File: src/include/mbesm_defs.svh
`ifndef MBESM_DEFS_SVH
`define MBESM_DEFS_SVH

`define MB_UWORD_W      112     // Microinstruction width
`define MB_DATA_W       64      // Y and D bus width
`define MB_IN_DEPTH     4       // Input FIFO entries, initial upstream credits
`define MB_OUT_CREDITS  4       // Downstream slots we may fill
`define MB_MPMEM_DEPTH  16      // Exchange memory words

// -------------------------------------------------
// D bus sources (DSRC field)
`define MB_DSRC_MODGN   1       // Modifier group number
`define MB_DSRC_PROCN   2       // Process number
`define MB_DSRC_CNT     3       // Mode register
`define MB_DSRC_PHYSPG  4       // Physical page
`define MB_DSRC_IMM     12      // A field as immediate

// Y bus destinations (YDST field)
`define MB_YDST_MODGN   1
`define MB_YDST_PROCN   2
`define MB_YDST_CNT     3
`define MB_YDST_PHYSPG  4
`define MB_YDST_UREG    8       // Effective address register

// Y bus devices (YDEV field)
`define MB_YDEV_UREG    3       // Effective address readback
`define MB_YDEV_MPMEM   5       // Exchange memory with console CPU

// -------------------------------------------------
// Condition codes (COND field)
`define MB_COND_YES     0       // Always true
`define MB_COND_NORMB   1       // Normalization block
`define MB_COND_RNDB    2       // Rounding block
`define MB_COND_OVRIB   3       // Overflow interrupt block
`define MB_COND_BNB     4       // BESM-6 range block
`define MB_COND_OVRFTB  5       // Field overflow check block
`define MB_COND_DRG     6       // Dispatcher mode
`define MB_COND_RCB     8       // Right instruction flag
`define MB_COND_CB      9       // Address modified by reg 16
`define MB_COND_CEMLRG  10      // Reserved mode bit 20
`define MB_COND_INTSTP  13      // Stop on interrupt
`define MB_COND_LIMIT   24      // This and above read as true

`endif
File: src/rtl/mbesm_pkg.sv
`include "mbesm_defs.svh"

package mbesm_pkg;

    // -------------------------------------------------
    // Full microinstruction with machine bits 112:1 at 111:0
    typedef struct packed {
        logic [3:0]  sqi;       // Sequencer opcode
        logic [11:0] a;         // Next address or constant index
        logic [1:0]  map;       // Sequencer D source select
        logic        alu;       // ALU drives Y
        logic [2:0]  alud;      // ALU destination
        logic [2:0]  func;      // ALU function
        logic [2:0]  alus;      // ALU operand source
        logic        h;         // 32-bit mode
        logic [3:0]  rb;        // Reg B address
        logic [3:0]  ra;        // Reg A address
        logic [1:0]  ci;        // Carry control
        logic [3:0]  shmux;     // Status/shift I9-I6
        logic [5:0]  stopc;     // Status/shift I5-I0
        logic        mod;       // Privileged special reg access
        logic [6:0]  pshf;      // Shift parameter
        logic [3:0]  dsrc;      // D bus source
        logic [3:0]  ydst;      // Y bus destination
        logic [1:0]  shf;       // Shifter opcode
        logic [3:0]  arbi;      // Arbiter opcode
        logic        rld;       // Sequencer register load
        logic        letc;      // Pass modify flag to opcode table
        logic [2:0]  cystr;     // Cycle length
        logic        sci;       // Condition to incrementer
        logic        ici;       // Invert incrementer carry
        logic        icc;       // Condition polarity
        logic        ise;       // Interrupt enable
        logic        cem;       // Machine status write
        logic        cen;       // Micro status write
        logic        csm;       // Modifier memory select
        logic        wem;       // Modifier memory write
        logic        ecb;       // Bus port B enable
        logic        wrb;       // Bus port B write
        logic [1:0]  bra;       // Bus port B reg
        logic        eca;       // Bus port A enable
        logic        wra;       // Bus port A write
        logic [1:0]  ara;       // Bus port A reg
        logic [2:0]  ydev;      // Y device
        logic        wry;       // Y device write
        logic [2:0]  ddev;      // D device
        logic        wrd;       // D device write
        logic        iomp;      // Flag decoder or timer select
        logic [4:0]  ffcnt;     // Flag set or reset whose low 4 bits hold MPADR
        logic [4:0]  cond;      // Condition select
        logic        mps;       // Shift parameter source
    } uword_t;

    // Fields the execute stage consumes
    typedef struct packed {
        logic [11:0] a;         // Immediate
        logic        alu;       // Pass D onto Y
        logic [3:0]  dsrc;
        logic [3:0]  ydst;
        logic [2:0]  ydev;
        logic        wry;
        logic [3:0]  mpadr;     // Exchange memory address
        logic [4:0]  cond;
        logic        icc;
        logic [6:0]  pshf;      // Bit 6 picks left shift
    } uctl_t;

    // One record per executed microinstruction
    typedef struct packed {
        logic [`MB_DATA_W-1:0] y;       // Y bus
        logic [`MB_DATA_W-1:0] shift;   // Shifter output
        logic                  cond;    // Tested condition
    } result_t;

endpackage

File: src/rtl/micro_core.sv
`timescale 1ns/10ps

module micro_core (
    input  logic               clk,
    input  logic               reset,
    input  mbesm_pkg::uword_t  i_uword,     // Microinstruction in
    input  logic               i_valid,
    output logic               o_credit,    // Credit back to upstream
    input  logic               i_credit,    // Credit from downstream
    output mbesm_pkg::result_t o_res,
    output logic               o_valid
);
    import mbesm_pkg::*;

    uctl_t   ctl;
    logic    ctl_valid;
    result_t res;
    logic    res_valid;
    logic    issue_ok;
    logic    issue_taken;

    // -------------------------------------------------
    micro_decode u_decode (
        .clk           (clk),
        .reset         (reset),
        .i_uword       (i_uword),
        .i_valid       (i_valid),
        .i_issue_ok    (issue_ok),
        .o_credit      (o_credit),
        .o_issue_taken (issue_taken),
        .o_ctl         (ctl),
        .o_ctl_valid   (ctl_valid)
    );

    micro_execute u_execute (
        .clk         (clk),
        .reset       (reset),
        .i_ctl       (ctl),
        .i_ctl_valid (ctl_valid),
        .o_res       (res),
        .o_res_valid (res_valid)
    );

    micro_result u_result (
        .clk           (clk),
        .reset         (reset),
        .i_res         (res),
        .i_res_valid   (res_valid),
        .i_credit      (i_credit),
        .i_issue_taken (issue_taken),
        .o_issue_ok    (issue_ok),
        .o_res         (o_res),
        .o_valid       (o_valid)
    );

endmodule

File: src/rtl/micro_result.sv
`timescale 1ns/10ps
`include "mbesm_defs.svh"

module micro_result (
    input  logic               clk,
    input  logic               reset,
    input  mbesm_pkg::result_t i_res,
    input  logic               i_res_valid,
    input  logic               i_credit,        // Slot freed downstream
    input  logic               i_issue_taken,   // Decode popped a word
    output logic               o_issue_ok,      // A downstream slot is free
    output mbesm_pkg::result_t o_res,
    output logic               o_valid
);
    import mbesm_pkg::*;

    localparam int CNT_W = $clog2(`MB_OUT_CREDITS + 1);

    logic [CNT_W-1:0] credit_cnt;               // Unreserved downstream slots
    logic [CNT_W-1:0] cnt_nxt;
    logic             grant;

    assign grant = o_issue_ok && i_issue_taken; // Reserve at pop time

    // -------------------------------------------------
    // Credit counter
    always_comb begin
        cnt_nxt = credit_cnt;
        if (grant && !i_credit) begin
            cnt_nxt = credit_cnt - 1'b1;
        end else if (!grant && i_credit) begin
            cnt_nxt = credit_cnt + 1'b1;
        end
    end

    always_ff @(posedge clk) begin
        if (reset) begin
            credit_cnt <= CNT_W'(`MB_OUT_CREDITS);
            o_issue_ok <= 1'b0;                 // Held low through reset
            o_valid    <= 1'b0;
        end else begin
            credit_cnt <= cnt_nxt;
            o_issue_ok <= (cnt_nxt != '0);      // Follows the new count
            o_valid    <= i_res_valid;
        end
    end

    // Outgoing record
    always_ff @(posedge clk) begin
        if (i_res_valid) begin
            o_res <= i_res;
        end
    end

endmodule

File: src/rtl/micro_execute.sv
`timescale 1ns/10ps
`include "mbesm_defs.svh"

module micro_execute (
    input  logic               clk,
    input  logic               reset,
    input  mbesm_pkg::uctl_t   i_ctl,
    input  logic               i_ctl_valid,
    output mbesm_pkg::result_t o_res,
    output logic               o_res_valid
);
    import mbesm_pkg::*;

    logic [4:0]            modgn;                       // Modifier group number
    logic [7:0]            procn;                       // Process number
    logic [31:0]           cnt;                         // Mode register and flags
    logic [9:0]            physpg;                      // Physical page
    logic [31:0]           ureg;                        // Effective address
    logic [7:0]            mpmem [`MB_MPMEM_DEPTH];     // Console exchange memory
    logic [`MB_DATA_W-1:0] d;
    logic [`MB_DATA_W-1:0] y;
    logic [`MB_DATA_W-1:0] shift;
    logic                  condmux;
    logic                  cond;

    // -------------------------------------------------
    // D bus source, zero-extended
    always_comb begin
        d = '0;
        case (i_ctl.dsrc)
            `MB_DSRC_MODGN:  d[9:5]   = modgn;          // Group number field
            `MB_DSRC_PROCN:  d[7:0]   = procn;
            `MB_DSRC_CNT:    d[31:0]  = cnt;
            `MB_DSRC_PHYSPG: d[20:11] = physpg;         // Page field
            `MB_DSRC_IMM:    d[11:0]  = i_ctl.a;        // Immediate from the A field
            default: ;
        endcase
    end

    // Y bus with device reads ahead of the ALU
    always_comb begin
        y = '0;
        if (i_ctl.ydev == `MB_YDEV_UREG && !i_ctl.wry) begin
            y[31:0] = ureg;
        end else if (i_ctl.ydev == `MB_YDEV_MPMEM && !i_ctl.wry) begin
            y[7:0] = mpmem[i_ctl.mpadr];
        end else if (i_ctl.alu) begin
            y = d;                                      // D passes straight onto Y
        end
    end

    // Barrel shifter
    assign shift = i_ctl.pshf[6] ? (y << i_ctl.pshf[5:0]) : (y >> i_ctl.pshf[5:0]);

    // -------------------------------------------------
    // Condition mux over mode register bits
    always_comb begin
        case (i_ctl.cond)
            `MB_COND_YES:    condmux = 1'b1;
            `MB_COND_NORMB:  condmux = cnt[0];
            `MB_COND_RNDB:   condmux = cnt[1];
            `MB_COND_OVRIB:  condmux = cnt[5];
            `MB_COND_BNB:    condmux = cnt[10];
            `MB_COND_OVRFTB: condmux = cnt[11];
            `MB_COND_DRG:    condmux = cnt[12];
            `MB_COND_RCB:    condmux = cnt[28];
            `MB_COND_CB:     condmux = cnt[27];
            `MB_COND_CEMLRG: condmux = cnt[19];
            `MB_COND_INTSTP: condmux = cnt[21];
            default:         condmux = (i_ctl.cond >= `MB_COND_LIMIT);
        endcase
    end

    assign cond = i_ctl.icc ? condmux : ~condmux;       // ICC clear inverts

    // -------------------------------------------------
    // Y destinations and exchange memory writes
    always_ff @(posedge clk) begin
        if (reset) begin
            modgn  <= '0;
            procn  <= '0;
            cnt    <= '0;
            physpg <= '0;
            ureg   <= '0;
            for (int i = 0; i < `MB_MPMEM_DEPTH; i++) begin
                mpmem[i] <= '0;
            end
        end else if (i_ctl_valid) begin
            case (i_ctl.ydst)
                `MB_YDST_MODGN:  modgn  <= y[9:5];
                `MB_YDST_PROCN:  procn  <= y[7:0];
                `MB_YDST_CNT:    cnt    <= y[31:0];
                `MB_YDST_PHYSPG: physpg <= y[20:11];
                `MB_YDST_UREG:   ureg   <= y[31:0];
                default: ;
            endcase
            if (i_ctl.wry && i_ctl.ydev == `MB_YDEV_MPMEM) begin
                mpmem[i_ctl.mpadr] <= y[7:0];           // Byte wide
            end
        end
    end

    // Result record
    always_ff @(posedge clk) begin
        if (i_ctl_valid) begin
            o_res.y     <= y;
            o_res.shift <= shift;
            o_res.cond  <= cond;
        end
    end

    always_ff @(posedge clk) begin
        if (reset) begin
            o_res_valid <= 1'b0;
        end else begin
            o_res_valid <= i_ctl_valid;
        end
    end

endmodule

File: src/rtl/micro_decode.sv
`timescale 1ns/10ps
`include "mbesm_defs.svh"

module micro_decode (
    input  logic              clk,
    input  logic              reset,
    input  mbesm_pkg::uword_t i_uword,         // Word from upstream
    input  logic              i_valid,         // Spends one upstream credit
    input  logic              i_issue_ok,      // Downstream slot reserved
    output logic              o_credit,        // One pulse per pop
    output logic              o_issue_taken,   // Pop this cycle
    output mbesm_pkg::uctl_t  o_ctl,
    output logic              o_ctl_valid
);
    import mbesm_pkg::*;

    localparam int PTR_W = $clog2(`MB_IN_DEPTH);

    logic [`MB_UWORD_W-1:0] fifo_mem [`MB_IN_DEPTH];   // Sized to the upstream credits
    logic [PTR_W:0]         wr_ptr;                    // Extra bit for wrap
    logic [PTR_W:0]         rd_ptr;
    logic                   empty;
    logic                   pop;
    uword_t                 head;

    assign empty = (wr_ptr == rd_ptr);
    assign pop   = !empty && i_issue_ok;                // Only with a reserved slot
    assign head  = uword_t'(fifo_mem[rd_ptr[PTR_W-1:0]]);
    assign o_issue_taken = pop;

    // -------------------------------------------------
    // FIFO storage and pointers
    always_ff @(posedge clk) begin
        if (i_valid) begin
            fifo_mem[wr_ptr[PTR_W-1:0]] <= i_uword;     // Push at the write pointer
        end
    end

    always_ff @(posedge clk) begin
        if (reset) begin
            wr_ptr   <= '0;
            rd_ptr   <= '0;
            o_credit <= 1'b0;
        end else begin
            if (i_valid) begin
                wr_ptr <= wr_ptr + 1'b1;
            end
            if (pop) begin
                rd_ptr <= rd_ptr + 1'b1;
            end
            o_credit <= pop;                            // One credit per freed slot
        end
    end

    // -------------------------------------------------
    // Field extract into the control register
    always_ff @(posedge clk) begin
        if (pop) begin
            o_ctl.a     <= head.a;
            o_ctl.alu   <= head.alu;
            o_ctl.dsrc  <= head.dsrc;
            o_ctl.ydst  <= head.ydst;
            o_ctl.ydev  <= head.ydev;
            o_ctl.wry   <= head.wry;
            o_ctl.mpadr <= head.ffcnt[3:0];             // MPADR shares FFCNT low bits
            o_ctl.cond  <= head.cond;
            o_ctl.icc   <= head.icc;
            o_ctl.pshf  <= head.pshf;
        end
    end

    always_ff @(posedge clk) begin
        if (reset) begin
            o_ctl_valid <= 1'b0;
        end else begin
            o_ctl_valid <= pop;
        end
    end

endmodule

File: config.mk
export PLATFORM = sky130hd
export DESIGN_NAME = micro_core
export DESIGN_NICKNAME = d
export VERILOG_FILES = /design/src/rtl/mbesm_pkg.sv /design/src/rtl/micro_core.sv /design/src/rtl/micro_result.sv /design/src/rtl/micro_execute.sv /design/src/rtl/micro_decode.sv
export VERILOG_INCLUDE_DIRS = /design/src /design/src/include
export SDC_FILE = /design/constraint.sdc
export NUM_CORES = 1
export LEC_CHECK = 0
export ABC_AREA = 1
export BUFFER_PORTS_ARGS = -buffer_cell sky130_fd_sc_hd__buf_2
export CAP_MARGIN = 20
export CORE_MARGIN = 2
export CORE_UTILIZATION = 35
export CTS_CLUSTER_SIZE = 14
export DETAILED_ROUTE_END_ITERATION = 6
export GPL_TIMING_DRIVEN = 0
export HOLD_SLACK_MARGIN = 0.1
export PLACE_DENSITY = 0.58
export SYNTH_ARGS = -nofsm -noshare
export SYNTH_HDL_FRONTEND = slang
export SYNTH_SLANG_ARGS = --single-unit
File: constraint.sdc
create_clock -name clk -period 4.5 [get_ports clk]
set_input_delay 0.225 -clock clk [delete_from_list [all_inputs] [get_ports clk]]
set_output_delay 0.225 -clock clk [all_outputs]
set_load 0.05 [all_outputs]
== Word level (Yosys, flattened, before mapping) ==
Memories as Yosys holds them, arrays and structs flattened. A register that Yosys moved wholly into a read port is not among the register bits.
Index checks and enable logic that the tools add are counted.
Widths: inputs -> output; s select.
Word-level totals
  register bits: 358
  RAM bits: 576
  input bits: 116
  output and inout port bits: 131
  word-level logic and storage cells: 98
  memories kept: 2
Memory list
  u_decode.fifo_mem: words 4, bits a word 112, read ports 1, clocked after memory_dff 1, wr ports 1, RTL line micro_decode.sv:19  | logic [`MB_UWORD_W-1:0] fifo_mem [`MB_IN_DEPTH];
  u_execute.mpmem: words 16, bits a word 8, read ports 1, clocked after memory_dff 0, wr ports 16, RTL line micro_execute.sv:19  | logic [7:0] mpmem [`MB_MPMEM_DEPTH];
Operators by class
  $add $sub $neg: 4
  $lt $le $gt $ge: 1
  eq/ne operators: 23
  shifts and indexed selects: 2
  mux-type cells: 28
  bitwise gates (word level): 1
  reductions and logical operators: 19
Operator list (number)
  $mux 32: 3
  $mux 64: 1
  $shl 64x6->64: 1
  $shr 64x6->64: 1
  $mux 56: 1
  $eq 5x4->1 const B: 4
  $pmux 9 s2: 1
  $eq 4x2->1 const B: 4
  $mux 8: 2
  $eq 5x3->1 const B: 3
  $pmux 5 s3: 1
  $pmux 3 s4: 1
  $mux 11: 1
  $pmux 1 s11: 1
  $eq 5x2->1 const B: 2
  $mux 1: 10
  $reduce_and 2->1: 5
  $add 3x1->3 const B: 3
  $eq 4x1->1 const B: 2
  $eq 4x3->1 const B: 2
  $eq 4x4->1 const B: 2
  $reduce_or 8->1: 1
  $logic_and 1x1->1: 7
  $mux 3: 2
  14 further kinds: 17

== Logic depth before layout (Yosys ltp) ==
  depth in word-level cells: 9
  gate-level depth with buffers: 23
  depth with buffers taken out: 20

== Cells and area by module ==
A second synthesis with hierarchy kept.
Second synthesis, totals
  cells, all modules: 3078
  area total of the unflattened synthesis: 29968.7 um^2
By module, submodules not included
  micro_execute: instances 1, cells each 2404, area an instance 17857.1 um^2, seq. area each 8518.2 um^2
  micro_decode: instances 1, cells each 507, area an instance 7960.1 um^2, seq. area each 6446.2 um^2
  micro_result: instances 1, cells each 167, area an instance 4151.5 um^2, seq. area each 3973.8 um^2

== Worst setup path after synthesis ==
OpenSTA, ideal clock, no wires.
  kind: register to register
  from: register u_decode.o_credit (netlist name)
  to: register u_execute.cnt[17]
  setup time: 57 ps
  arrival: 4317 ps
  required time: 4443 ps
  path slack: 126 ps
  cell stages (with the launch flop): 8
  buffers on the path: 1
  period minus slack after synthesis: 4374 ps
  cells stage by stage: dfxtp_1 -> nand2_1 -> nor3_2 -> clkinv_1 -> clkbuf_1 -> a21oi_1 -> o21ai_0 -> inv_1
RTL lines
  to (signal assigned): RTL line micro_execute.sv:92  | `MB_YDST_CNT: cnt <= y[31:0];
  to (decl): RTL line micro_execute.sv:16  | logic [31:0] cnt;

== Worst setup path after layout ==
  from: register u_decode.o_ctl[14] (netlist name)
  to: register u_execute.o_res[8] in the netlist's numbering (data pin)
On the way
  word-level cells in the longest chain between the ends: 5
  elaborated cells on any way between the ends: 6
  classes of those cells: shift (2); mux (3); memory (1)
Ends and longest elaborated chain
  $mem_v2 16x8 (*)
  $mux 8 (*): RTL line micro_execute.sv:45  | end else if (i_ctl.ydev == `MB_YDEV_MPMEM && !i_ctl.wry) begin
  $mux 32 (*): RTL line micro_execute.sv:43  | if (i_ctl.ydev == `MB_YDEV_UREG && !i_ctl.wry) begin
  $shr 64x6->64 / $shl 64x6->64 (equally long branches): RTL line micro_execute.sv:53  | assign shift = i_ctl.pshf[6] ? (y << i_ctl.pshf[5:0]) : (y >> i_ctl.pshf[5:0]);
  $mux 64 (*): RTL line micro_execute.sv:53
  net u_execute.shift[7]: RTL line micro_execute.sv:22  | logic [`MB_DATA_W-1:0] shift;
  to (decl): RTL line micro_execute.sv:9  | output mbesm_pkg::result_t o_res,
Mark *: on every way through the listed nets, which the timed path passes. The rest lies on a longest branch.
A chain may end at the register's enable or synchronous reset.

==> flow_summary.ini <==
[synthesis]
synth-edff-count = 532
yosysUniqueCellTypes = 50
synth-main-ff-cell = edfxtp_1
synth_area_leader_cell = edfxtp_1
synthCells = 3055
synth_most_common_cell = nand2_1
synthArstFlopShare_pct = 0
ys_ff_latch = 632
ys_warn_count = 0
avgSynthCellArea_sq_um = 9.454
synthTopCellsByArea = edfxtp_1 (55%), nand2_1 (8.8%), dfxtp_1 (6.9%)
syn-cell-area_sq_mm = 0.02888
synth_common_cells = nand2_1 (676), edfxtp_1 (532), nand3_1 (371), nor2_1 (362), inv_1 (265)
synth_seq_area_share_pct = 62.24
synth_top_area_share_pct = 55.31

[setup_path]
critical_path.most_common_cell = nand2_1
r2r_start = u_decode.o_ctl[14]
critPathTopFamily = simple AND/OR/NAND/NOR gates
crit_type = reg2reg
startpoint_type = flip-flop
crit_slowest_cell = nor2_1
reg2reg_to = u_execute.o_res[8]
worstPathRequired_ps = 4880
rr_worst_depth = 18
arrival_ps = 4070
path_cells = buf_4 -> inv_4 -> nor2_1 -> nand2_1 -> nand2_1 -> nor2_1 -> nor2_1 -> nor2_1 -> nand2_1 -> nand2_1 -> nand2_1 -> nand2_1 -> nand3_1 -> o21ai_0 -> o21ai_0 -> o21bai_1 -> nand2_1 -> nand2_1
cp.buffers_inverters = 2
path_max_fanout = 10
slowest_delay_ps = 630
rrSetupSlack_ps = 810
crit_path_end_kind = flip-flop

[clock_tree]
cts_resized = 0
clk_latency_ps = 650
htree_levels = 3
cts_tree = done
tritoncts.num_buffers = 68
clk_pin_slew_worst_paths_ps = 60
cts-root-buf = clkbuf_16
clkSinkCount = 632
clockBufferDepth = 3

[drt]
routed_wl_mm = 91.24
drc_errors = 6
drtAntennaViolNets = 0
via_per_inst = 5.151
avgRoutedWirePerCell_um = 20.39
drtIter0Drc = 2414
drt_pre_antenna_iters = 7
vias = 23050

[sta]
fin_crit_sh_pct = 82.00
report.final.slew_viol_count = 0
tightest_slew_ps = 918.7
whs_ps = 327.1
fin_ws_ps = 810.2
hold_viol_final = 0
max_freq_ghz = 0.2710
relSlewSlack_pct = 38.19
finalCriticalPeriod_ps = 3690
grt_setup_unrepaired = no
setup_viol = 0
skew_ps = 52.61

[grt]
grt_max_degree = 69
track_usage_pct = 21.26
grt_remaining_overflow = 0
grt_pass1_vias = 21490
antenna_found_initial = 1
grt_pass1_wl_mm = 136.6

[floorplanning]
ios = 247
rows = 105
die_area_sq_mm = 0.08484
initial_core_util_pct = 35.29
dieHeight_um = 291.3
coreArea_sq_mm = 0.08185
fp.dieW_um = 291.3

[layout]
layout-drive-gt1-share_pct = 10.31
fin_util_pct = 41.39
fillers = 8060
layout.nets = 3474
area_delta_synth_final_pct = 17.28
diodes = 0

[outcome]
violations = DRC
status = finished with violations

[placed_design]
gp_congestion = 1.030
io_buffers = 143
dpl.hpwl_mm = 66.83
pre_cts_ws_ps = 900.4

[hold_path]
hp-class = in2reg
min_from = i_uword[54]
hold-path-cell-count = 2
min_to = u_decode.fifo_mem[0][54]

[pwr]
p_per_area_mw_per_mm2 = 494.2
peakVddDrop_mv = 0.3615
leakage_uw = 0.01379

[job]
cap_violations = 0
-- worst max path at each step --
| stage | from | to | slack [ps] | cells past startpoint |
|---|---|---|---|---|
| after CTS | u_decode.o_ctl[14] | u_execute.o_res[8] | 870 | 18 |
| after global routing | u_decode.o_ctl[14] | u_execute.o_res[8] | 600 | 18 |
| after floorplan | u_decode.o_credit | u_execute.cnt[17] | 130 | 7 |
| after detailed placement | u_decode.o_ctl[14] | u_execute.o_res[8] | 900 | 18 |
| after global placement | u_decode.o_credit | u_execute.mpmem[5][4] | -1770 | 6 |
| final | u_decode.o_ctl[14] | u_execute.o_res[8] | 810 | 18 |
-- cell usage in the layout, fill, tap and decap left out, types with 37 or more instances in the layout --
cell	n
nand2_1	676
a21oi_1	115
o21ai_0	185
inv_1	260
nor2_1	362
o22ai_1	54
buf_2	161
dfxtp_1	98
buf_4	37
clkbuf_1	127
edfxtp_1	532
clkbuf_16	69
dlygate4sd3_1	45
nand3_1	371
-- flip-flops by register name, summed over array words and instances, names as in the netlist --
| signal | cells |
|---|---|
| u_execute.mpmem | 128 |
| u_execute.procn | 8 |
| u_result.credit_cnt | 3 |
| u_execute.physpg | 10 |
| u_execute.modgn | 5 |
| u_result.o_issue_ok | 1 |
| u_execute.o_res_valid | 1 |
| u_decode.o_credit | 1 |
| u_decode.o_ctl | 42 |
| u_decode.rd_ptr | 3 |
| u_result.o_valid | 1 |
| u_decode.wr_ptr | 3 |
| u_result.o_res | 97 |
| u_execute.ureg | 32 |
| u_decode.fifo_mem | 168 |
| u_execute.cnt | 32 |
| u_execute.o_res | 97 |
-- per-layer routing --
metal  global-route usage (%)  routed length, um  vias up
li1                         -                  -    10930
met1                    30.44              40970    10960
met2                    32.81              40560      976
met3                    3.260               6629      186
met4                    7.317               3066        0
met5                        0                  0        -
-- metrics by stage --
step | power, uW | setup TNS [ps] | instance area (sq um) | instances
floorplan | 9692 | 0 | 29000 | 3086
global placement | 11230 | -488110 | 31050 | 4299
detailed placement | 11210 | 0 | 31200 | 4306
CTS | 16750 | 0 | 33880 | 4475
global route | 17440 | 0 | 33880 | 4475
finish | 16740 | 0 | 33880 | 4475
-- cell type report --
| type | count | area (sq um) | area share (%) |
|---|---|---|---|
| timing repair buffer | 195 | 1306 | 3.856 |
| sequential | 632 | 17980 | 53.09 |
| multi-input combinational | 1967 | 9001 | 26.57 |
| clock inverter | 36 | 381.6 | 1.127 |
| clock buffer | 88 | 1842 | 5.437 |
| buffer | 202 | 948.4 | 2.800 |
| tap | 1070 | 1339 | 3.952 |
| inverter | 285 | 1072 | 3.165 |
-- where the power goes --
part	switching (uW)	internal, uW	total, uW
combinational	3180	1010	4190
sequential	199	6840	7040
clock	2430	3080	5510
total	5810	10900	16700
-- kinds of logic (layout without fill, tap and decap cells) --
family / after synthesis / in the layout / synth area share [%]
XOR/XNOR: 3 / 3 / 0.09099
AND/OR/NAND/NOR: 1465 / 1465 / 21.28
buffers and inverters: 487 / 806 / 6.996
adder cells (fa/ha/maj): 7 / 7 / 0.3032
flip-flops: 632 / 632 / 62.24
AO/OA/AOI/OAI: 460 / 460 / 9.071
other: 1 / 32 / 0.01298
-- timing repair --
action | 4_1_cts | 5_1_grt
hold buffers | 45 | 0
hold endpoints to repair | 189 | 0
setup buffers | 0 | 0
endpoints found under the setup margin | 0 | 0
(Power assumes the default switching activity.)
